$ cat config.mk
export PLATFORM = sky130hd
export DESIGN_NAME = icache_refill
export DESIGN_NICKNAME = d
export VERILOG_FILES = /design/src/hw/icache_pkg.sv /design/src/hw/icache_refill.sv
export VERILOG_INCLUDE_DIRS = /design/src /design/src/include
export SDC_FILE = /design/constraint.sdc
export NUM_CORES = 1
export LEC_CHECK = 0
export ABC_CLOCK_PERIOD_IN_PS = 9000
export CORE_AREA = 2 2 106 108
export DETAILED_ROUTE_END_ITERATION = 16
export DIE_AREA = 0 0 108 110
export DONT_BUFFER_PORTS = 1
export GPL_TIMING_DRIVEN = 0
export PLACE_DENSITY = 0.47
export SLEW_MARGIN = 20
export SYNTH_ARGS = -nofsm -noshare
export SYNTH_HDL_FRONTEND = slang
export SYNTH_SLANG_ARGS = --single-unit
export TNS_END_PERCENT = 30
$ cat constraint.sdc
create_clock -name clk -period 9 [get_ports clk]
set_clock_uncertainty 0.1 [all_clocks]
set_input_delay 0.45 -clock clk [delete_from_list [all_inputs] [get_ports clk]]
set_output_delay 0.45 -clock clk [all_outputs]
set_load 0.005 [all_outputs]
$ cat src/include/icache_cfg.svh
`ifndef ICACHE_CFG_SVH
`define ICACHE_CFG_SVH

// geometry
`define ICACHE_ADDR_W 32
`define ICACHE_DATA_W 64
`define ICACHE_SETS 64
`define ICACHE_INDEX_W 6
`define ICACHE_TAG_W 21
`define ICACHE_OFFSET_W 5
`define ICACHE_BEATS 4

// register block, offsets decoded on the low address bits
`define ICACHE_CSR_W 32
`define ICACHE_CSR_AW 4
`define ICACHE_CSR_CTRL 4'h0 // bit0 enable, bit1 invalidate all
`define ICACHE_CSR_STATUS 4'h4 // bit0 flush busy
`define ICACHE_CSR_HITS 4'h8
`define ICACHE_CSR_MISSES 4'hC
`define ICACHE_ENABLE_RST 1'b1 // cache on out of reset

`endif

$ cat src/hw/icache_pkg.sv
`default_nettype none

`include "icache_cfg.svh"

package icache_pkg;

	typedef logic [`ICACHE_ADDR_W-1:0] addr_t; // fetch or line address
	typedef logic [`ICACHE_DATA_W-1:0] word_t; // one instruction beat
	typedef logic [`ICACHE_TAG_W-1:0] tag_t;
	typedef logic [`ICACHE_INDEX_W-1:0] index_t;
	typedef logic [$clog2(`ICACHE_BEATS)-1:0] beat_t; // beat within a line
	typedef logic [`ICACHE_CSR_W-1:0] csr_word_t;

	// fetch controller
	typedef enum logic [2:0] {
		IDLE,
		LOOKUP,
		REFILL,
		RESPOND,
		FLUSH
	} ctrl_state_t;

endpackage

`default_nettype wire

$ cat src/hw/icache_refill.sv
`timescale 1ns/1ps
`default_nettype none

`include "icache_cfg.svh"

module icache_refill (
	input wire clk,
	input wire rst_n,
	input wire refill_start,
	input wire icache_pkg::addr_t refill_line,
	input wire icache_pkg::beat_t refill_beat,
	input wire refill_alloc,
	output logic mem_req_valid,
	input wire mem_req_ready,
	output icache_pkg::addr_t mem_req_addr,
	input wire mem_rvalid,
	input wire icache_pkg::word_t mem_rdata,
	output logic fill_we,
	output icache_pkg::beat_t fill_beat,
	output icache_pkg::word_t fill_data,
	output logic fill_last,
	output logic refill_done,
	output icache_pkg::word_t refill_word
);
	import icache_pkg::*;

	logic busy; // beats still expected
	beat_t cnt;
	beat_t want_q;
	logic alloc_q;
	addr_t line_q;

	assign mem_req_addr = line_q;
	assign fill_we = busy && mem_rvalid && alloc_q; // bypass fetches write nothing
	assign fill_beat = cnt;
	assign fill_data = mem_rdata;
	assign fill_last = (cnt == beat_t'(`ICACHE_BEATS-1));

	always_ff @(posedge clk) begin
		if (!rst_n) begin
			mem_req_valid <= 1'b0;
			busy <= 1'b0;
			cnt <= '0;
			refill_done <= 1'b0;
		end else begin
			refill_done <= 1'b0;
			if (refill_start) begin
				mem_req_valid <= 1'b1;
				busy <= 1'b1;
				cnt <= '0;
			end else begin
				if (mem_req_ready)
					mem_req_valid <= 1'b0; // request held until accepted
				if (busy && mem_rvalid) begin
					cnt <= cnt + 1'b1;
					if (fill_last) begin
						busy <= 1'b0;
						refill_done <= 1'b1;
					end
				end
			end
		end
	end

	always_ff @(posedge clk) begin
		if (refill_start) begin
			line_q <= refill_line;
			want_q <= refill_beat;
			alloc_q <= refill_alloc;
		end
		if (busy && mem_rvalid && cnt == want_q)
			refill_word <= mem_rdata; // word for the cpu
	end

endmodule

`default_nettype wire

# After elaboration in Yosys (flattened, before gate mapping)
# Index checks and enable logic that the tools add are counted.
# word_totals
regBits	104
input_bits	104
output_inout_bits	166
word_cells	28
# classes
n_addsub	1
n_eq_ne	2
muxes	6
bitwise_logic	2
n_reduce_logical	9
# op_table
operator	count
2-to-1 mux 1 bit	6
nonzero test 2 bit	3
logical AND 1 bit	3
OR reduction 3 bit	1
adder 2 x 1 -> 2 bit, second input constant	1
equality test 2 bit	1
equality test 2 bit, second input constant	1
inverter 1 bit	2
AND reduction 2 bit	1
OR reduction 2 bit	1

# Longest topological paths before layout
# logic_depth
ltp_word	4
depth_mapped	3
ltp_nobuf	3

# Least setup slack after synthesis
# No wires, ideal clock.
# synth_timing
path_type	register -> register
startpoint	reg want_q[0]
endpoint	reg refill_word[0], enable pin
setup_time_ns	0.565
arrival_time_ns	4.897
required_time_ns	8.335
path_slack_ns	3.438
stages_incl_launch_ff	3
path_buffers	0
synth_period_minus_slack_ns	5.562
path_cell_list	edfxtp_1 > xor2_1 > nor3_1
# synth_between
elab_chain_cells	2
# synth_rtl
element	line	source
start: declaration	icache_refill.sv:29	beat_t want_q;
start signal: assignment	icache_refill.sv:68	want_q <= refill_beat;
equality test 2 bit	icache_refill.sv:71	if (busy && mem_rvalid && cnt == want_q)
logical AND 1 bit	icache_refill.sv:71	
end signal: assignment	icache_refill.sv:72	refill_word <= mem_rdata;
end: declaration	icache_refill.sv:23	output icache_pkg::word_t refill_word
# Every way passes these cells.
# A chain may end at the register's enable or synchronous reset.

# Worst setup path in the final report
# layout_timing
startpoint	reg cnt[0] (netlist: fill_beat[0])
endpoint	reg refill_word[50], enable pin
# layout_between
elab_chain_cells	2
# layout_rtl
element	line	source
start: declaration	icache_refill.sv:28	beat_t cnt;
start signal: assignment	icache_refill.sv:55	cnt <= cnt + 1'b1;
equality test 2 bit	icache_refill.sv:71	
logical AND 1 bit	icache_refill.sv:71	
# Every way passes these cells.

==> out/results.txt <==
run status: finished, final reports clean
row cnt: 38
Syn Area/Cell: 19.6 um^2
Die H: 110 um
cell breakdown of the critical path: xor2_1, nor3_2, buf_4, buf_6, buf_4, buf_4
Yosys top cell by area: edfxtp_1
total clock sinks: 104
share of the synthesized area in the top cell type: 0.806
Die Span X: 108 um
period utilization: 0.208
Clk Latency, worst-skew pair: 0.35 ns
Worst-path clk slew: 0.11 ns
# hold bufs at CTS: 0
nets: 312
Setup Fix Bufs, Post-CTS: 0
first-pass GRT wire length: 9490 um
unrepaired setup endpoints after global routing: false
core area: 10700 um^2
Total Power: 887 uW
1st-iter DRT viols: 99
die area: 11900 um^2
post-synthesis compound-gate area fraction: 0.0142
crit path kind: reg -> reg
Via Count: 1567
largest family of logic cells by synthesized area: buffers and inverters
Crit. End Element: flip-flop
grt ovf: 0
Synth Area in Adders: 0.00339
initial antenna violation count: 0
Antenna Nets Post-Route: 0
worst path arrival time: 1.84 ns
crit path max fanout: 8
1st-pass router iterations: 4
CP max stage delay: 0.38 ns
Post-Synth Simple-Gate Area: 0.0136
Worst-Margin Slew: 0.233 ns
CP dominant cell by count: buf_4
Syn Nets: 293
Setup TNS: 0 ns
commonest cells after routing, fill and taps aside: edfxtp_1, buf_4, clkbuf_8, dfxtp_1
WL/cell: 20.9 um
post-cts sizing count: 0
H-tree lvl count: 3
DP HPWL: 5920 um
Tmin final: 1.87 ns
DP Area: 3930 um^2
number of synthesized register bits: 104
Netlist Area Pre-Place: 3690 um^2
final setup fails: 0
final wirelength: 7360 um
layout cells sized above 1: 0.420
mux cell area share after synthesis: 0
Avg Vias per Cell: 4.45
worst-case vdd ir drop: 90.5 uV
Ys Warns: 0
diodes inserted: 0
pin count of the biggest net entering global routing: 39
Fin. Hold Viols: 0
commonest non-fill, non-tap cell in the layout: edfxtp_1
hold crit path type: in -> reg
global placer's final weighted congestion: 0.717
synth top area cells: edfxtp_1, buf_4, dfxtp_1
vias in the first global route: 1509
Port Buffers: 0
FMAX: 0.535 GHz
GR Util All Layers: 0.116
Inserted Clock Buffers: 9
Mapped Cells: 188
Final Max Tran Viols: 0
Initial Utilization: 0.345
Remaining DRCs: 0
Slew HR: 0.844
Crit-path slowest cell: dfxtp_1
Unique masters post-synth: 17
Area Growth Syn to Fin: 12.1%
PD cells: 214 nW/um^2
clock buffer depth: 2
Final Cell Area: 4140 um^2
CP Launch Type: flip-flop
CTS tree: yes
critical path required time: 8.97 ns
XOR/XNOR Fraction of Synth Area: 0.00475
# IOs: 270
Core Util, Final: 0.387
clk root buf: clkbuf_8
sequential-to-total area share from yosys stat: 0.833
leakage: 0.00147 uW
MaxCap Viol Count: 0
-- where the power goes --
group,switching (uW),internal (uW)
sequential,10.4,551
clock,160,133
combinational,11.7,20.4
total,182,705
-- area by class of cell --
class / count / area (um^2)
tap: 140 / 175
buffer: 64 / 480
sequential: 104 / 3070
inverter: 1 / 3.75
multi-input combinational: 19 / 138
clock buffer: 10 / 128
fill: 961 / 6560
clock inverter: 6 / 75.1
timing repair buffer: 8 / 63.8
-- cells in the mapped netlist --
cell type,count
xor2_1,2
edfxtp_1,99
ha_1,1
a21oi_1,2
nor2b_1,1
nand3_1,1
and3_2,1
nand2b_1,1
buf_4,64
nand3b_1,1
a21bo_1,2
a21boi_1,1
dfxtp_1,5
inv_1,1
nand2_1,2
nor3_1,2
o21a_1,2
-- critical path, delay by kind of cell (launching register included) --
kind	cells	cell delay, ns
XOR/XNOR	1	0.19
AND/OR/NAND/NOR	1	0.19
buffers and inverters	4	0.72
flip-flops	1	0.38
-- metal layers --
metal,GRT usage,share of wire,vias up
met1,0.116,0.34,739
met4,0.0440,0.015,0
met2,0.198,0.52,164
met5,0,0,-
met3,0.0711,0.12,7
li1,-,-,657
-- cell families after synthesis --
logic type / after synthesis
xor gates and xnor gates: 2
DFF: 104
adders and majority gates: 1
and+or+nand+nor: 9
AOI/OAI and AO/OA: 7
buffers and inverters: 65
-- state kept, by name, indices dropped and copies added, names as in the netlist --
register	count
fill_beat	2
mem_req_valid	1
alloc_q	1
want_q	2
refill_word	64
refill_done	1
mem_req_addr	32
busy	1
-- through the flow --
stage | hold slack [ns] | instances | worst slack [ns]
floorplan | 0.381 | 188 | 3.44
global placement | 0.415 | 328 | 1.23
detailed placement | 0.420 | 336 | 7.11
CTS | 0.0424 | 352 | 7.10
global route | 0.0379 | 352 | 6.95
finish | 0.0765 | 352 | 7.13
-- worst paths after layout --
kind / start / end / slack [ns] / cells after the start
max: fill_beat[0] / refill_word[50] / 7.13 / 6
min: mem_rdata[28] / refill_word[28] / 0.08 / 0
max reg2reg: fill_beat[0] / refill_word[50] / 7.13 / 6
min reg2reg: busy / refill_done / 0.44 / 2
Note: power is estimated with default switching activity, not from simulation.
