===== config.mk =====
export PLATFORM = sky130hd
export DESIGN_NAME = icache_csr
export DESIGN_NICKNAME = d
export VERILOG_FILES = /design/src/hw/icache_pkg.sv /design/src/hw/icache_csr.sv
export VERILOG_INCLUDE_DIRS = /design/src /design/src/include
export SDC_FILE = /design/constraint.sdc
export NUM_CORES = 1
export LEC_CHECK = 0
export ABC_AREA = 1
export BUFFER_PORTS_ARGS = -buffer_cell sky130_fd_sc_hd__buf_2
export CAP_MARGIN = 40
export CORE_ASPECT_RATIO = 0.75
export CORE_MARGIN = 4
export CORE_UTILIZATION = 33
export DETAILED_ROUTE_END_ITERATION = 8
export HOLD_SLACK_MARGIN = 0.03
export RECOVER_POWER = 25
export SLEW_MARGIN = 20
export SYNTH_ARGS = -nofsm -noshare
export SYNTH_HDL_FRONTEND = slang
export SYNTH_SLANG_ARGS = --single-unit

===== constraint.sdc =====
create_clock -name clk -period 2 [get_ports clk]
set_clock_uncertainty 0.05 [all_clocks]
set_input_delay 0 -clock clk [delete_from_list [all_inputs] [get_ports clk]]
set_output_delay 0 -clock clk [all_outputs]
set_load 0.05 [all_outputs]

===== src/include/icache_cfg.svh =====
`ifndef ICACHE_CFG_SVH
`define ICACHE_CFG_SVH

// geometry
`define ICACHE_ADDR_W 32
`define ICACHE_DATA_W 64
`define ICACHE_SETS 64
`define ICACHE_INDEX_W 6
`define ICACHE_TAG_W 21
`define ICACHE_OFFSET_W 5
`define ICACHE_BEATS 4

// register block, offsets decoded on the low address bits
`define ICACHE_CSR_W 32
`define ICACHE_CSR_AW 4
`define ICACHE_CSR_CTRL 4'h0 // bit0 enable, bit1 invalidate all
`define ICACHE_CSR_STATUS 4'h4 // bit0 flush busy
`define ICACHE_CSR_HITS 4'h8
`define ICACHE_CSR_MISSES 4'hC
`define ICACHE_ENABLE_RST 1'b1 // cache on out of reset

`endif


===== src/hw/icache_pkg.sv =====
`default_nettype none

`include "icache_cfg.svh"

package icache_pkg;

	typedef logic [`ICACHE_ADDR_W-1:0] addr_t; // fetch or line address
	typedef logic [`ICACHE_DATA_W-1:0] word_t; // one instruction beat
	typedef logic [`ICACHE_TAG_W-1:0] tag_t;
	typedef logic [`ICACHE_INDEX_W-1:0] index_t;
	typedef logic [$clog2(`ICACHE_BEATS)-1:0] beat_t; // beat within a line
	typedef logic [`ICACHE_CSR_W-1:0] csr_word_t;

	// fetch controller
	typedef enum logic [2:0] {
		IDLE,
		LOOKUP,
		REFILL,
		RESPOND,
		FLUSH
	} ctrl_state_t;

endpackage

`default_nettype wire


===== src/hw/icache_csr.sv =====
`timescale 1ns/1ps
`default_nettype none

`include "icache_cfg.svh"

module icache_csr (
	input wire clk,
	input wire rst_n,
	input wire s_axi_awvalid,
	output logic s_axi_awready,
	input wire [`ICACHE_CSR_AW-1:0] s_axi_awaddr,
	input wire s_axi_wvalid,
	output logic s_axi_wready,
	input wire icache_pkg::csr_word_t s_axi_wdata,
	input wire [`ICACHE_CSR_W/8-1:0] s_axi_wstrb,
	output logic s_axi_bvalid,
	input wire s_axi_bready,
	output logic [1:0] s_axi_bresp,
	input wire s_axi_arvalid,
	output logic s_axi_arready,
	input wire [`ICACHE_CSR_AW-1:0] s_axi_araddr,
	output logic s_axi_rvalid,
	input wire s_axi_rready,
	output icache_pkg::csr_word_t s_axi_rdata,
	output logic [1:0] s_axi_rresp,
	output logic cache_enable,
	output logic flush_start,
	input wire flush_busy,
	input wire hit_event,
	input wire miss_event
);
	import icache_pkg::*;

	csr_word_t hits;
	csr_word_t misses;
	logic wr_go;
	logic rd_go;
	logic ctrl_wr;

	// address and data taken in the same cycle
	assign wr_go = s_axi_awvalid && s_axi_wvalid && !s_axi_bvalid;
	assign s_axi_awready = wr_go;
	assign s_axi_wready = wr_go;
	assign s_axi_bresp = 2'b00; // always OKAY
	assign ctrl_wr = wr_go && (s_axi_awaddr == `ICACHE_CSR_CTRL) && s_axi_wstrb[0];

	assign s_axi_arready = !s_axi_rvalid;
	assign rd_go = s_axi_arvalid && s_axi_arready;
	assign s_axi_rresp = 2'b00;

	always_ff @(posedge clk) begin
		if (!rst_n) begin
			s_axi_bvalid <= 1'b0;
			cache_enable <= `ICACHE_ENABLE_RST;
			flush_start <= 1'b0;
		end else begin
			if (wr_go)
				s_axi_bvalid <= 1'b1;
			else if (s_axi_bready)
				s_axi_bvalid <= 1'b0;
			if (ctrl_wr)
				cache_enable <= s_axi_wdata[0];
			flush_start <= ctrl_wr && s_axi_wdata[1]; // one cycle, bit1 reads back 0
		end
	end

	// counters saturate, any write clears
	always_ff @(posedge clk) begin
		if (!rst_n) begin
			hits <= '0;
			misses <= '0;
		end else begin
			if (wr_go && s_axi_awaddr == `ICACHE_CSR_HITS && |s_axi_wstrb)
				hits <= '0;
			else if (hit_event && hits != '1)
				hits <= hits + 1'b1;
			if (wr_go && s_axi_awaddr == `ICACHE_CSR_MISSES && |s_axi_wstrb)
				misses <= '0;
			else if (miss_event && misses != '1)
				misses <= misses + 1'b1;
		end
	end

	always_ff @(posedge clk) begin
		if (!rst_n)
			s_axi_rvalid <= 1'b0;
		else if (rd_go)
			s_axi_rvalid <= 1'b1;
		else if (s_axi_rready)
			s_axi_rvalid <= 1'b0;
	end

	always_ff @(posedge clk) begin
		if (rd_go) begin
			case (s_axi_araddr)
				`ICACHE_CSR_CTRL: s_axi_rdata <= csr_word_t'(cache_enable);
				`ICACHE_CSR_STATUS: s_axi_rdata <= csr_word_t'(flush_busy);
				`ICACHE_CSR_HITS: s_axi_rdata <= hits;
				`ICACHE_CSR_MISSES: s_axi_rdata <= misses;
				default: s_axi_rdata <= '0;
			endcase
		end
	end

endmodule

`default_nettype wire


### After elaboration in Yosys (flattened, before gate mapping)

Index checks and enable logic that the tools add are counted.
W data, S select, Z words.

* muxes and demuxes: 5
* reductions and logical operators: 21
* bitwise gates (word level): 1
* add/sub/neg operators: 2
* eq/ne operators: 7

Operator list (count)
* $pmux W32 S4: 1
* $add A32 B1 Y32 const B: 2
* $ne A32 B32 Y1 const B: 2
* $eq A4 B4 Y1 const B: 4
* $logic_and A1 B1 Y1: 12
* $logic_not A4 Y1: 2
* $eq A4 B3 Y1 const B: 1
* $mux W1: 4
* $reduce_bool A2 Y1: 2
* $reduce_or A2 Y1: 2
* $reduce_or A4 Y1: 1
* $logic_not A1 Y1: 2
* $not A1 Y1: 1

* register bits: 100
* input port bits: 54
* output and inout bits: 43

### Longest topological paths before layout

* word-level depth: 5
* gate-level depth with buffers: 11
* mapped depth without buffers: 10

### Worst setup path before layout

No wires, ideal clock.

* path type: register to register
* from: register s_axi_bvalid
* to: register hits[14]
* stages on the path, launching flop included: 10
* period minus slack after synthesis: 2250 ps
* library setup time: 115 ps
* slack: -250 ps
* data arrival time: 2085 ps
* required time: 1835 ps
* cell sequence: dfxtp_1 nor2_1 inv_1 nor2_1 nand3_1 nand2_1 inv_2 buf_2 nand2_1 nor2_1

* longest elaborated chain between the ends: 5

Ends and longest elaborated chain
* from (decl): line icache_csr.sv:16 `output logic s_axi_bvalid,`
* from (signal assigned): line icache_csr.sv:53 `s_axi_bvalid <= 1'b0;`
* from (signal assigned): line icache_csr.sv:58 `s_axi_bvalid <= 1'b1;`
* from (signal assigned): line icache_csr.sv:60 `s_axi_bvalid <= 1'b0;`
* $logic_not A1 Y1: line icache_csr.sv:41 `assign wr_go = s_axi_awvalid && s_axi_wvalid && !s_axi_bvalid;`
* $logic_and A1 B1 Y1: line icache_csr.sv:41
* named net s_axi_awready: line icache_csr.sv:10 `output logic s_axi_awready,`
* $logic_and A1 B1 Y1 (no source line)
* $logic_and A1 B1 Y1: line icache_csr.sv:73 `` if (wr_go && s_axi_awaddr == `ICACHE_CSR_HITS && |s_axi_wstrb) ``
* $reduce_or A2 Y1 (no source line)
* to (signal assigned): line icache_csr.sv:76 `hits <= hits + 1'b1;`
* to (decl): line icache_csr.sv:34 `csr_word_t hits;`

The timed path passes the listed nets, and every way through them passes these cells.
A chain may end at the register's enable or synchronous reset.

### Worst setup path after layout

* from: register s_axi_rvalid
* to: register s_axi_rdata[18], enable pin

* longest elaborated chain between the ends: 2

Ends and longest elaborated chain
* from (decl): line icache_csr.sv:22 `output logic s_axi_rvalid,`
* from (signal assigned): line icache_csr.sv:86 `s_axi_rvalid <= 1'b0;`
* from (signal assigned): line icache_csr.sv:88 `s_axi_rvalid <= 1'b1;`
* from (signal assigned): line icache_csr.sv:90 `s_axi_rvalid <= 1'b0;`
* $logic_not A1 Y1: line icache_csr.sv:47 `assign s_axi_arready = !s_axi_rvalid;`
* $logic_and A1 B1 Y1: line icache_csr.sv:48 `assign rd_go = s_axi_arvalid && s_axi_arready;`
* named net rd_go: line icache_csr.sv:37 `logic rd_go;`
* to (signal assigned): line icache_csr.sv:96 `` `ICACHE_CSR_CTRL: s_axi_rdata <= csr_word_t'(cache_enable); ``
* to (signal assigned): line icache_csr.sv:97 `` `ICACHE_CSR_STATUS: s_axi_rdata <= csr_word_t'(flush_busy); ``
* to (signal assigned): line icache_csr.sv:98 `` `ICACHE_CSR_HITS: s_axi_rdata <= hits; ``
* to (decl): line icache_csr.sv:24 `output icache_pkg::csr_word_t s_axi_rdata,`

The timed path passes the listed nets, and every way through them passes these cells.

==> impl_metrics.json <==
{
  "status": "finished, final reports clean",
  "cts_tree": "built",
  "clk_pin_slew_ps": 70,
  "dp.cells": 1082,
  "holdWs_ps": 70.8,
  "clockBufferDepth": 2,
  "hold_class": "in2reg",
  "synthCells": 820,
  "yosysWarnings": 0,
  "yosysSeqAreaShare_pct": 41.8,
  "start_kind": "register",
  "drtPass1Iterations": 6,
  "comb_power_share_pct": 8.4,
  "fin_cells": 1110,
  "place_hpwl_mm": 11.6,
  "intPower_mw": 3.45,
  "worstHoldStart": "s_axi_awaddr[2]",
  "pwr-share-seq_pct": 47.5,
  "die_w_microns": 158,
  "cp-startpoint": "s_axi_rvalid$_SDFFE_PN0P_",
  "cts_num_sinks": 100,
  "rrSetupSlack_ps": 150,
  "power_frac_clock_pct": 44.1,
  "place_congestion": 0.896,
  "area_growth_pct": 17.2,
  "grt_pass1_vias": 4780,
  "cts-htree-levels": 3,
  "nets": 951,
  "peakVddDrop_mv": 0.377,
  "slew_viol_final": 0,
  "yosys.area.top_type_share_pct": 24.5,
  "yosysTopAreaCell": "dfxtp_1",
  "cts_setup_buffers": 0,
  "core_sq_mm": 0.0163,
  "p_total_mw": 4.54,
  "worst-path-max-fanout": 22,
  "port_buffers": 62,
  "yosys-top-cells-area": "dfxtp_1 (24%), edfxtp_1 (17%), nand2_1 (12%)",
  "end_kind": "register",
  "clock_latency_ps": 340,
  "tightest_slew_ps": 663,
  "rr_startpoint": "s_axi_rvalid$_SDFFE_PN0P_",
  "switching_share_pct": 24.1,
  "drtAntennaViolNets": 0,
  "period_needed_ps": 1850,
  "syn_area_per_cell_sq_um": 6.78,
  "p_leak_nw": 2.42,
  "grt_pass1_wl_mm": 25.1,
  "drtIter0Drc": 540,
  "finalSetupViolCount": 0,
  "cts_buffers": 9,
  "tns_ps": 0,
  "vias": 5348,
  "antenna_found_initial": 0,
  "start_util_pct": 34.2,
  "max_cap_viol_count": 0,
  "hold_viol_final": 0,
  "dieHeight_microns": 120,
  "final_util_pct": 40.1,
  "syn_area_sq_mm": 0.00556,
  "root_buffer": "clkbuf_16",
  "fmax_mhz": 542,
  "synthDistinctLibCells": 27,
  "rsz0062_at_grt": "false",
  "power_density_mw_per_mm2": 696,
  "cp.required_ps": 2040,
  "cp.arrival_ps": 1890,
  "grt-ovfl-total": 0,
  "die_area_sq_mm": 0.0190,
  "viasPerCell": 4.82,
  "max-slew-margin-rel_pct": 55.5,
  "rows": 40,
  "drc": 0,
  "routedWlPerCell_microns": 13.9,
  "grt_use_total_pct": 16.7,
  "p_switching_mw": 1.09,
  "io_pins": 97,
  "drive_gt1_share_pct": 9.89,
  "antenna_cells": 0,
  "ys_seq_elements": 100,
  "routed_wl_mm": 15.5,
  "grt_start_max_net_pins": 33,
  "critPathKind": "reg2reg",
  "post-route-period-util_pct": 92.3
}
registers in the layout, indices dropped and copies added, names as in the netlist:
name          cells
flush_start       1
hits             32
cache_enable      1
s_axi_bvalid      1
s_axi_rvalid      1
misses           32
s_axi_rdata      32
kinds of logic after synthesis:
family                   count (synthesis)  synth area share [%]
adder cells (fa/ha/maj)                  2                 0.450
AND/OR/NAND/NOR                        473                  36.7
AO/OA/AOI/OAI                           89                  8.95
flip-flops                             100                  41.8
XOR/XNOR                                 3                 0.473
buffers and inverters                  152                  11.6
other                                    1                0.0674
placed cells by master (no fill, tap or decap):
| cell | synthesis | layout |
|---|---|---|
| clkbuf_16 | 0 | 9 |
| xor2_1 | 3 | 3 |
| a21oi_1 | 52 | 52 |
| clkinvlp_4 | 0 | 2 |
| nor3_1 | 10 | 10 |
| clkinv_2 | 0 | 1 |
| nand2_1 | 185 | 184 |
| dfxtp_2 | 0 | 1 |
| inv_2 | 6 | 6 |
| nand2_2 | 8 | 9 |
| o21bai_1 | 1 | 1 |
| buf_12 | 0 | 1 |
| nand4_1 | 14 | 14 |
| nor2_1 | 159 | 157 |
| and2_1 | 3 | 3 |
| nor2_4 | 5 | 5 |
| o22ai_1 | 32 | 32 |
| clkinvlp_2 | 0 | 1 |
| buf_2 | 10 | 25 |
| clkbuf_1 | 6 | 39 |
| o21a_1 | 3 | 3 |
| conb_1 | 1 | 4 |
| nor2_2 | 8 | 10 |
| dfxtp_1 | 68 | 67 |
| inv_1 | 119 | 117 |
| edfxtp_1 | 32 | 32 |
| o211ai_1 | 1 | 1 |
| buf_4 | 5 | 13 |
| ha_1 | 2 | 2 |
| dlygate4sd3_1 | 0 | 12 |
| nand3_4 | 2 | 3 |
| bufinv_16 | 0 | 3 |
| nand3_1 | 78 | 78 |
critical path: stages (launching register included):
cell and delay, ps:
dfxtp_1 390, clkinvlp_4 120, nand2_1 80, clkinvlp_2 540
buf_12 400
per-layer routing:
layer	wire, microns	track usage, %
met1	7840	26.0
met2	6140	23.4
met3	1400	4.26
met4	101	2.90
met5	0	0
per-stage QoR:
step / setup slack, ps / cell area (sq um)
6_report: 153 / 6520
5_1_grt: 23.2 / 6520
4_1_cts: 174 / 6550
3_5_place_dp: 192 / 6100
3_3_place_gp: 211 / 6100
2_1_floorplan: 39.3 / 5580
cell type report:
cell class,instances,area [sq um]
clock inverters,5,103
flip-flops and latches,100,2320
fillers,1711,9750
repair buffers,88,502
well taps,210,263
clock buffers,11,233
multi-input cells,571,2620
inverters,125,474
cell usage after synthesis (all sizes together):
cell type    n
a21oi       52
and2         3
buf         21
clkbuf       6
conb         1
dfxtp       68
edfxtp      32
ha           2
inv        125
nand2      193
nand3       81
nand4       14
nor2       172
nor3        10
o211ai       1
o21a         3
o21bai       1
o22ai       32
xor2         3
power by group through the flow:
stage | clock network (mW) | registers, mW | logic (mW)
floorplan | 0 | 2.34 | 0.142
CTS | 2.04 | 2.16 | 0.395
global placement | 0 | 2.20 | 0.378
global route | 2.13 | 2.16 | 0.414
finish | 2.00 | 2.16 | 0.382
detailed placement | 0 | 2.20 | 0.380
final timing paths:
| path | end | cells past startpoint |
|---|---|---|
| setup / recovery | s_axi_rdata[18]$_DFFE_PP_ | 4 |
| hold / removal | misses[0]$_SDFFE_PP0P_ | 4 |
| setup reg to reg | s_axi_rdata[18]$_DFFE_PP_ | 4 |
| hold reg to reg | misses[1]$_SDFFE_PP0P_ | 2 |
timing repair:
action / in CTS / in global routing
resized for setup: 0 / 4
endpoints found under the setup margin: 0 / 2
hold buffers: 12 / 0
endpoints found under the hold margin: 12 / 0
Note: power is estimated with default switching activity, not from simulation.
