<file path="src/include/icache_cfg.svh">
`ifndef ICACHE_CFG_SVH
`define ICACHE_CFG_SVH

// geometry
`define ICACHE_ADDR_W 32
`define ICACHE_DATA_W 64
`define ICACHE_SETS 64
`define ICACHE_INDEX_W 6
`define ICACHE_TAG_W 21
`define ICACHE_OFFSET_W 5
`define ICACHE_BEATS 4

// register block, offsets decoded on the low address bits
`define ICACHE_CSR_W 32
`define ICACHE_CSR_AW 4
`define ICACHE_CSR_CTRL 4'h0 // bit0 enable, bit1 invalidate all
`define ICACHE_CSR_STATUS 4'h4 // bit0 flush busy
`define ICACHE_CSR_HITS 4'h8
`define ICACHE_CSR_MISSES 4'hC
`define ICACHE_ENABLE_RST 1'b1 // cache on out of reset

`endif

</file>
<file path="src/hw/icache_pkg.sv">
`default_nettype none

`include "icache_cfg.svh"

package icache_pkg;

	typedef logic [`ICACHE_ADDR_W-1:0] addr_t; // fetch or line address
	typedef logic [`ICACHE_DATA_W-1:0] word_t; // one instruction beat
	typedef logic [`ICACHE_TAG_W-1:0] tag_t;
	typedef logic [`ICACHE_INDEX_W-1:0] index_t;
	typedef logic [$clog2(`ICACHE_BEATS)-1:0] beat_t; // beat within a line
	typedef logic [`ICACHE_CSR_W-1:0] csr_word_t;

	// fetch controller
	typedef enum logic [2:0] {
		IDLE,
		LOOKUP,
		REFILL,
		RESPOND,
		FLUSH
	} ctrl_state_t;

endpackage

`default_nettype wire

</file>
<file path="src/hw/icache_ctrl.sv">
`timescale 1ns/1ps
`default_nettype none

`include "icache_cfg.svh"

module icache_ctrl (
	input wire clk,
	input wire rst_n,
	input wire cpu_req_valid,
	input wire icache_pkg::addr_t cpu_req_addr,
	output logic cpu_resp_valid,
	output icache_pkg::word_t cpu_resp_data,
	input wire cache_enable,
	input wire flush_start,
	output logic flush_busy,
	output logic hit_event,
	output logic miss_event,
	output icache_pkg::index_t lookup_index,
	output icache_pkg::tag_t lookup_tag,
	output icache_pkg::beat_t lookup_beat,
	input wire hit,
	input wire hit_way,
	input wire icache_pkg::word_t hit_data,
	input wire victim_way,
	output logic fill_way,
	output icache_pkg::index_t fill_index,
	output icache_pkg::tag_t fill_tag,
	output logic lru_touch,
	output logic lru_way,
	output logic inv_we,
	output icache_pkg::index_t inv_index,
	output logic refill_start,
	output icache_pkg::addr_t refill_line,
	output icache_pkg::beat_t refill_beat,
	output logic refill_alloc,
	input wire refill_done,
	input wire icache_pkg::word_t refill_word
);
	import icache_pkg::*;

	ctrl_state_t state;
	addr_t req_addr;
	logic alloc_q; // this refill fills a way
	logic flush_pend; // invalidate asked while busy
	index_t flush_idx;
	logic hit_ok;

	assign lookup_tag = req_addr[`ICACHE_ADDR_W-1 -: `ICACHE_TAG_W];
	assign lookup_index = req_addr[`ICACHE_OFFSET_W +: `ICACHE_INDEX_W];
	assign lookup_beat = req_addr[`ICACHE_OFFSET_W-1 -: $bits(beat_t)];
	assign fill_index = lookup_index;
	assign fill_tag = lookup_tag;

	assign hit_ok = (state == LOOKUP) && cache_enable && hit;
	assign cpu_resp_valid = hit_ok || (state == RESPOND);
	assign cpu_resp_data = (state == LOOKUP) ? hit_data : refill_word;

	assign refill_start = (state == LOOKUP) && !hit_ok;
	assign refill_line = {lookup_tag, lookup_index, {`ICACHE_OFFSET_W{1'b0}}};
	assign refill_beat = lookup_beat;
	assign refill_alloc = cache_enable;

	assign hit_event = hit_ok;
	assign miss_event = refill_start && cache_enable; // bypass counts as neither
	assign lru_touch = hit_ok || (refill_done && alloc_q);
	assign lru_way = (state == LOOKUP) ? hit_way : fill_way;

	assign inv_we = (state == FLUSH);
	assign inv_index = flush_idx;
	assign flush_busy = flush_pend || (state == FLUSH);

	always_ff @(posedge clk) begin
		if (!rst_n) begin
			state <= IDLE;
			flush_pend <= 1'b0;
			flush_idx <= '0;
		end else begin
			if (flush_start)
				flush_pend <= 1'b1;
			case (state)
				IDLE: begin
					if (flush_pend || flush_start) begin // flush wins over a fetch
						state <= FLUSH;
						flush_pend <= 1'b0;
						flush_idx <= '0;
					end else if (cpu_req_valid) begin
						state <= LOOKUP;
					end
				end
				LOOKUP: state <= hit_ok ? IDLE : REFILL;
				REFILL: if (refill_done) state <= RESPOND;
				RESPOND: state <= IDLE;
				FLUSH: begin
					flush_idx <= flush_idx + 1'b1;
					if (flush_idx == index_t'(`ICACHE_SETS-1))
						state <= IDLE;
				end
				default: state <= IDLE;
			endcase
		end
	end

	always_ff @(posedge clk) begin
		if (state == IDLE && cpu_req_valid)
			req_addr <= cpu_req_addr;
		if (state == LOOKUP) begin
			fill_way <= victim_way;
			alloc_q <= cache_enable;
		end
	end

endmodule

`default_nettype wire

</file>
<file path="config.mk">
export PLATFORM = sky130hd
export DESIGN_NAME = icache_ctrl
export DESIGN_NICKNAME = d
export VERILOG_FILES = /design/src/hw/icache_pkg.sv /design/src/hw/icache_ctrl.sv
export VERILOG_INCLUDE_DIRS = /design/src /design/src/include
export SDC_FILE = /design/constraint.sdc
export NUM_CORES = 1
export LEC_CHECK = 0
export ABC_CLOCK_PERIOD_IN_PS = 3560
export BUFFER_PORTS_ARGS = -buffer_cell sky130_fd_sc_hd__buf_2
export CAP_MARGIN = 20
export CORE_AREA = 2 2 130 132
export CTS_BUF_LIST = sky130_fd_sc_hd__clkbuf_4 sky130_fd_sc_hd__clkbuf_8 sky130_fd_sc_hd__clkbuf_16
export CTS_CLUSTER_DIAMETER = 200
export DETAILED_ROUTE_END_ITERATION = 8
export DIE_AREA = 0 0 132 134
export SETUP_SLACK_MARGIN = 0.4
export SLEW_MARGIN = 10
export SYNTH_ARGS = -nofsm -noshare
export SYNTH_HDL_FRONTEND = slang
export SYNTH_SLANG_ARGS = --single-unit
</file>
<file path="constraint.sdc">
create_clock -name clk -period 3.56 [get_ports clk]
set_clock_uncertainty 0.2 [all_clocks]
set_input_delay 0.356 -clock clk [delete_from_list [all_inputs] [get_ports clk]]
set_output_delay 0.356 -clock clk [all_outputs]
set_load 0.03 [all_outputs]
</file>
Word level (Yosys, flattened, before mapping). Index checks and enable logic that the tools add are counted. Widths: inputs -> output; s select.

Equality and inequality tests: 9. Muxes and demuxes: 13. Reduce and logical (&&, ||, !) cells: 15. Add/subtract/negate cells: 1.

Operators by type and width (count): $mux 64 (1); $mux 3 (4); $pmux 3 s4 (1); $pmux 6 s2 (1); $add 6x1->6 const B (1); $eq 3x2->1 const B (2); $eq 6x6->1 const B (1); $logic_and 1x1->1 (6); $mux 6 (1); $logic_or 1x1->1 (4); $mux 1 (4); $ne 2x2->1 const B (2); $eq 3x1->1 const B (1); $eq 3x3->1 const B (1); $logic_not 3->1 (1); $ne 3x3->1 const B (1); $reduce_and 3->1 (1); $mux 2 (1); $ne 2x1->1 const B (1); $reduce_and 2->1 (1); $reduce_bool 2->1 (1); $logic_not 1->1 (1).

Input port bits: 169. Flip-flop bits (word level): 44. Word-level logic and storage cells: 44.

Depth between registers and ports, before layout. Gate-level depths: netlist of run 1.

Word-level depth: 6. Gate-level depth with buffers: 5. Mapped depth without buffers: 4.

Least setup slack after synthesis of run 1. Ideal clock, no wire load.

Path kind: flip-flop to flip-flop. Start: register state[0]. End: register req_addr[10], enable pin. Path buffers: 0. Arrival time: 2.026 ns. Path slack: 0.919 ns. Clock period less this slack: 2.641 ns. Setup time: 0.415 ns. Cell stages (with the launch flop): 3. Cells stage by stage: dfxtp_1 -> or3_1 -> nor2_1.

Longest elaborated chain between the ends: 2.

RTL lines: from (decl) (RTL line icache_ctrl.sv:41) `ctrl_state_t state;`; from (signal assigned) (RTL line icache_ctrl.sv:90) `LOOKUP: state <= hit_ok ? IDLE : REFILL;`; $logic_not 3->1 (RTL line icache_ctrl.sv:104) `if (state == IDLE && cpu_req_valid)`; $logic_and 1x1->1 (RTL line icache_ctrl.sv:104); to (signal assigned) (RTL line icache_ctrl.sv:105) `req_addr <= cpu_req_addr;`; to (decl) (RTL line icache_ctrl.sv:42) `addr_t req_addr;`.

No other way between the ends. A chain may end at the register's enable or synchronous reset.

Worst setup path in the final report of run 1.
Start: register state[0]. End: output lru_way.

Longest elaborated chain between the ends: 2.

RTL lines: $eq 3x1->1 (RTL line icache_ctrl.sv:66) `assign lru_way = (state == LOOKUP) ? hit_way : fill_way;`; $mux 1 (RTL line icache_ctrl.sv:66); to (decl) (RTL line icache_ctrl.sv:29) `output logic lru_way,`.

No other way between the ends.

==> results of run 1 <==
placed cells by master, fill, tap and decap left out, drive strengths merged, types with 2 or more instances in the layout:
cell | synthesis | final
diode | 0 | 2
a211oi | 2 | 2
a21oi | 5 | 5
nand2b | 4 | 4
o32ai | 2 | 2
clkbuf | 1 | 6
inv | 2 | 2
clkinv | 1 | 3
nand2 | 6 | 6
edfxtp | 31 | 31
dfxtp | 10 | 10
conb | 1 | 5
a311oi | 3 | 3
nor2 | 7 | 7
buf | 69 | 343
nor3 | 3 | 3
and3 | 4 | 4
mux2 | 65 | 65
per-layer routing:
metal,vias to the layer above,track usage,part of all wire
li1,1341,-,-
met1,1246,0.09387,0.35
met3,13,0.02494,0.095
met5,-,0,0.0020
met2,210,0.1944,0.53
met4,2,0.02778,0.017
cells in the mapped netlist (2+ instances only):
cell type,instances,area (um2)
a211oi_1,2,15.01
a21oi_1,5,25.02
a311oi_1,3,26.28
and3_1,4,25.02
buf_4,66,495.5
dfxtp_1,10,200.2
edfxtp_1,31,930.9
inv_1,2,7.510
mux2_2,48,540.5
mux2_4,17,255.2
nand2_1,6,22.52
nand2b_1,3,18.77
nor2_1,6,22.52
nor3_1,3,15.01
o32ai_1,2,17.52
layout make-up:
| class | instances | share of cell area |
|---|---|---|
| diodes | 2 | 0.001113 |
| clock buffers | 6 | 0.03089 |
| clock inverters | 2 | 0.003062 |
| inverters | 3 | 0.003618 |
| multi-input cells | 122 | 0.2566 |
| flip-flops and latches | 41 | 0.2516 |
| well taps | 220 | 0.06123 |
| repair buffers | 343 | 0.3919 |
worst max-delay path, delay by kind of cell, from the launching register on:
family,cells,cell delay (ns)
and+or+nand+nor,2,0.71
DFF,1,0.46
buffers and inverters,2,0.44
muxes,1,0.34
sequential cells by signal (all words and copies together) (netlist names):
name        flops
alloc_q         1
fill_way        1
flush_pend      1
inv_index       6
req_addr       29
state           3
path summary, 6_finish.rpt:
check             cells after the start             start      endpoint  slack, ns
hold / removal                        1  cpu_req_addr[17]  req_addr[17]       0.05
hold reg to reg                       2      inv_index[5]  inv_index[5]       0.31
setup / recovery                      5          state[0]       lru_way       0.75
setup reg to reg                      3          state[0]      fill_way       1.62
logic make-up after synthesis:
| kind of cell | Yosys count |
|---|---|
| mux | 66 |
| simple gates | 32 |
| other cells | 1 |
| flops | 41 |
| buf+inv | 73 |
| fa+ha+maj | 1 |
| compound gates | 18 |
through the flow:
step                      setup WS [ns]  area, um2  hold slack (ns)  instances
final                            0.7491       4496          0.04690        739
after global routing             0.5973       4493          0.03985        738
after CTS                        0.7052       4491          0.03236        737
after detailed placement          1.018       4338           0.2943        729
after global placement            1.006       4338           0.2910        729
after floorplan                  0.9189       2844           0.2549        236
power breakdown:
group	total, W	internal, W	switching (W)
logic	0.000769	0.000270	0.000499
registers	0.000593	0.000565	0.0000290
clock network	0.000454	0.000279	0.000176
total	0.00182	0.00111	0.000704
==> flow_summary.yaml, run 1 <==
clock_tree:
  cts.sinks: 41
  clk_transition_reported_paths_ns: 0.06
  cts_buffer_depth: 2
  postCtsSetupRepairBufs: 0
  cts_tree: "done"
  hold_buffers: 0
  cts_resized: 0
  cts_buffers: 5
  clk_latency_ns: 0.28
  cts_root_buf: "clkbuf_16"
  h-tree-depth: 2
placement:
  dp.final_hpwl_um: 8319
  place_congestion: 0.8603
  port_buffers: 330
critical_path:
  endpoint_kind: "primary output"
  worstPathCellList: "nand2b_2 -> nor2_4 -> buf_12 -> mux2_2 -> buf_2"
  slowest_delay_ns: 0.56
  crit_fanout: 25
  critPathKind: "flop to primary output"
  arrival_ns: 2.25
  critPathSlowestCell: "nor2_4"
  crit_required_ns: 3.00
  cp-start-kind: "flop"
global_route:
  grt-ovfl-total: 0
  antenna_found_initial: 4
  grt_pass1_wl_um: 13250
  grt_pass1_vias: 2543
  grt_max_degree: 30
  track_usage: 0.09564
sta:
  tightest_slew_ns: 0.6984
  finalCriticalPeriod_ns: 2.811
  max-slew-margin-rel: 0.5333
  period_share: 0.7896
  tns_ns: 0
  maxSlewViolCount: 0
  fmax_mhz: 355.8
  setup_viol: 0
  hold_violations: 0
  rsz0062_at_grt: "no"
detailed_routing:
  first_iter_violations: 58
  dr.pass1.iters: 4
  wl_per_cell_um: 12.66
  wl_um: 9354
  num_vias: 2812
  ant_nets: 0
  drc: 0
  drt-vias-per-instance: 3.805
power:
  ir_worst_vdd_mv: 0.2141
  p_per_area_mw_per_mm2: 404.1
  p_leak_nw: 2.282
  power.total_w: 0.001817
final_layout:
  final_core_util: 0.2760
  seqCellArea_mm2: 0.001131
  finalNetCount: 686
  multiInputGateArea_mm2: 0.001154
  synthToLayoutAreaGrowth_pct: 58.91
  drive_above_1_share: 0.8143
  fill_cells: 1726
yosys:
  synth_xor_area_frac: 0
  synth_edf_count: 31
  synth_fa_ha_area_frac: 0.004423
  syn-cell-area_mm2: 0.002829
  synth_seq_cells: 41
  synthMuxAreaShare: 0.2848
  async_flop_share: 0
  synth_cells: 232
  yosys.area_share.simple: 0.06457
  postSynthAreaPerCell_um2: 12.19
  synth_compound_area_frac: 0.04644
  synth_warnings: 0
  ys_seq_area_frac: 0.3998
  synth_top_family_by_area: "multiplexers"
  synth_ff_type: "edfxtp_1"
  synth.distinct_cells: 39
die:
  pin_count: 339
  die_h_um: 134
  die_area_mm2: 0.01769
  fp.dieW_um: 132
  fp.coreArea_mm2: 0.01629
  num_rows: 47
  initial_core_util: 0.1737
status:
  status: "completed"
flow_run:
  cap_violations: 0
min_path:
  min_path_type: "input port to flop"
(Power assumes the default switching activity.)
==> inputs of run 2 (changes only) <==
Settings changed: ABC_CLOCK_PERIOD_IN_PS 3560 to 2700.
Clock period 3.56 ns to 2.7 ns, I/O delays scaled along.
==> run 2 against run 1 <==
Compared with the run above:
- combinational power increased by 46%
- critical path type unchanged
- setup slack worse by 0.31 ns
- cell area up 12%
- routed wire length up 33%
- largest cell class unchanged
- hold slack worse by 0.0046 ns
- sequential power up 33%
- power is 41% higher
- sequential share of layout area shrank 2.4 points
- via count grew 5.1%
==> flow_summary.yaml, run 2 (same netlist as run 1, synthesis figures left out) <==
sta:
  whs_ns: 0.04227
  maxSlewViolCount: 0
  rsz0062_at_grt: "yes"
  fmax_mhz: 442.7
  finalCriticalPeriod_ns: 2.259
  setup_ws_ns: 0.4414
  hold_violations: 0
  period_share: 0.8365
  tns_ns: 0
  setup_viol: 0
clock_tree:
  cts_buffer_depth: 2
  cts_buffers: 5
  cts.sinks: 41
  clk_latency_ns: 0.29
  cts_tree: "done"
  clk_transition_reported_paths_ns: 0.07
  h-tree-depth: 2
  cts_root_buf: "clkbuf_16"
min_path:
  hold_path_depth: 1
  min_path_type: "input port to flop"
power:
  ir_worst_vdd_mv: 0.2438
  p_per_area_mw_per_mm2: 510.9
  p_leak_nw: 2.481
detailed_routing:
  ant_nets: 0
  wl_um: 12480
  wl_per_cell_um: 16.26
  drc: 0
  drt-vias-per-instance: 3.854
  first_iter_violations: 89
  num_vias: 2956
  dr.pass1.iters: 4
critical_path:
  r2r.worst_path.cells: 4
  r2r_setup_slack_ns: 0.73
  cp-endpoint: "cpu_resp_data[12]"
  crit_fanout: 9
  critPathKind: "flop to primary output"
  cp-start-kind: "flop"
  arrival_ns: 1.79
  r2r-end: "req_addr[4]"
  rr_startpoint: "state[1]"
  crit_path_start: "state[2]"
  endpoint_kind: "primary output"
  crit_required_ns: 2.23
final_layout:
  antenna_cells: 0
  regMostFlops: "req_addr"
  finalNetCount: 716
  layout_commonest_cell: "buf_2"
  drive_above_1_share: 0.7733
  fill_cells: 1702
  synthToLayoutAreaGrowth_pct: 77.22
  largest_reg_flops: 29
  final_cell_mix: "buf_2 (320), mux2_2 (46), edfxtp_1 (31), dlygate4sd3_1 (30), mux2_4 (19)"
placement:
  port_buffers: 330
  place_congestion: 0.8273
  dp.final_hpwl_um: 9808
  dp_slack_ns: 0.5165
die:
  initial_core_util: 0.1737
  die_area_mm2: 0.01769
  fp.coreArea_mm2: 0.01629
  die_h_um: 134
  num_rows: 47
  pin_count: 339
  fp.dieW_um: 132
global_route:
  antenna_found_initial: 2
  grt_pass1_wl_um: 17040
  grt-ovfl-total: 0
  grt_pass1_vias: 2823
  track_usage: 0.1310
  grt_max_degree: 30
flow_run:
  cap_violations: 0
status:
  status: "completed"
==> run 2: power breakdown <==
part | internal (W) | switching [W] | total (W)
logic | 0.000427 | 0.000693 | 0.00112
clock network | 0.000411 | 0.000243 | 0.000653
registers | 0.000745 | 0.0000432 | 0.000788
total | 0.00158 | 0.000978 | 0.00256
==> run 2: repair_timing <==
item | in CTS | in global routing
buffers inserted | 4 | 1
gates cloned | 4 | 1
pin swaps | 1 | 1
endpoints found under the hold margin | 30 | 0
endpoints found under the setup margin | 67 | 43
resized for setup | 28 | 3
hold buffers | 30 | 0
==> run 2: how the worst min path moves through the flow <==
stage                                start           end
final                         cache_enable       alloc_q
after global routing          cache_enable       alloc_q
after CTS                     cache_enable       alloc_q
after detailed placement  cpu_req_addr[18]  req_addr[18]
after global placement          victim_way      fill_way
after floorplan               cache_enable       alloc_q
==> run 2: metrics by stage <==
stage | cell area, um2 | instances | utilization | total power [W]
2_1_floorplan | 2846 | 236 | - | 0.001572
3_3_place_gp | 4263 | 719 | 0.2617 | 0.001810
3_5_place_dp | 4263 | 719 | 0.2617 | 0.001814
4_1_cts | 4966 | 765 | 0.3049 | 0.002595
5_1_grt | 5014 | 767 | 0.3078 | 0.002679
6_report | 5014 | 767 | 0.3078 | 0.002561
==> run 2: critical path, cell delays in order (launching register included) <==
cell and delay, ns:
dfxtp_4 0.35, nand2b_4 0.15, nor2_4 0.10, buf_12 0.17, buf_12 0.11, buf_16 0.12
mux2_2 0.34, buf_6 0.14
==> run 2: cell type report <==
type                            instances  area [um2]  area share
Multi-Input combinational cell        122        1166      0.2326
Clock inverter                          1       8.758    0.001747
Tap cell                              220       275.3     0.05490
Timing Repair Buffer                  373        2251      0.4490
Clock buffer                            7       157.7     0.03144
Sequential cell                        41        1139      0.2271
Inverter                                3       16.27    0.003244
==> run 2: per-layer routing <==
metal  GRT usage  share of wire  routed length (um)  vias up
met4     0.04227          0.025                 308        0
met1      0.1505           0.38                4754     1323
met3     0.03137          0.081                1010       15
met5           0              0                   0        -
met2      0.2390           0.51                6402      216
li1            -              -                   -     1402
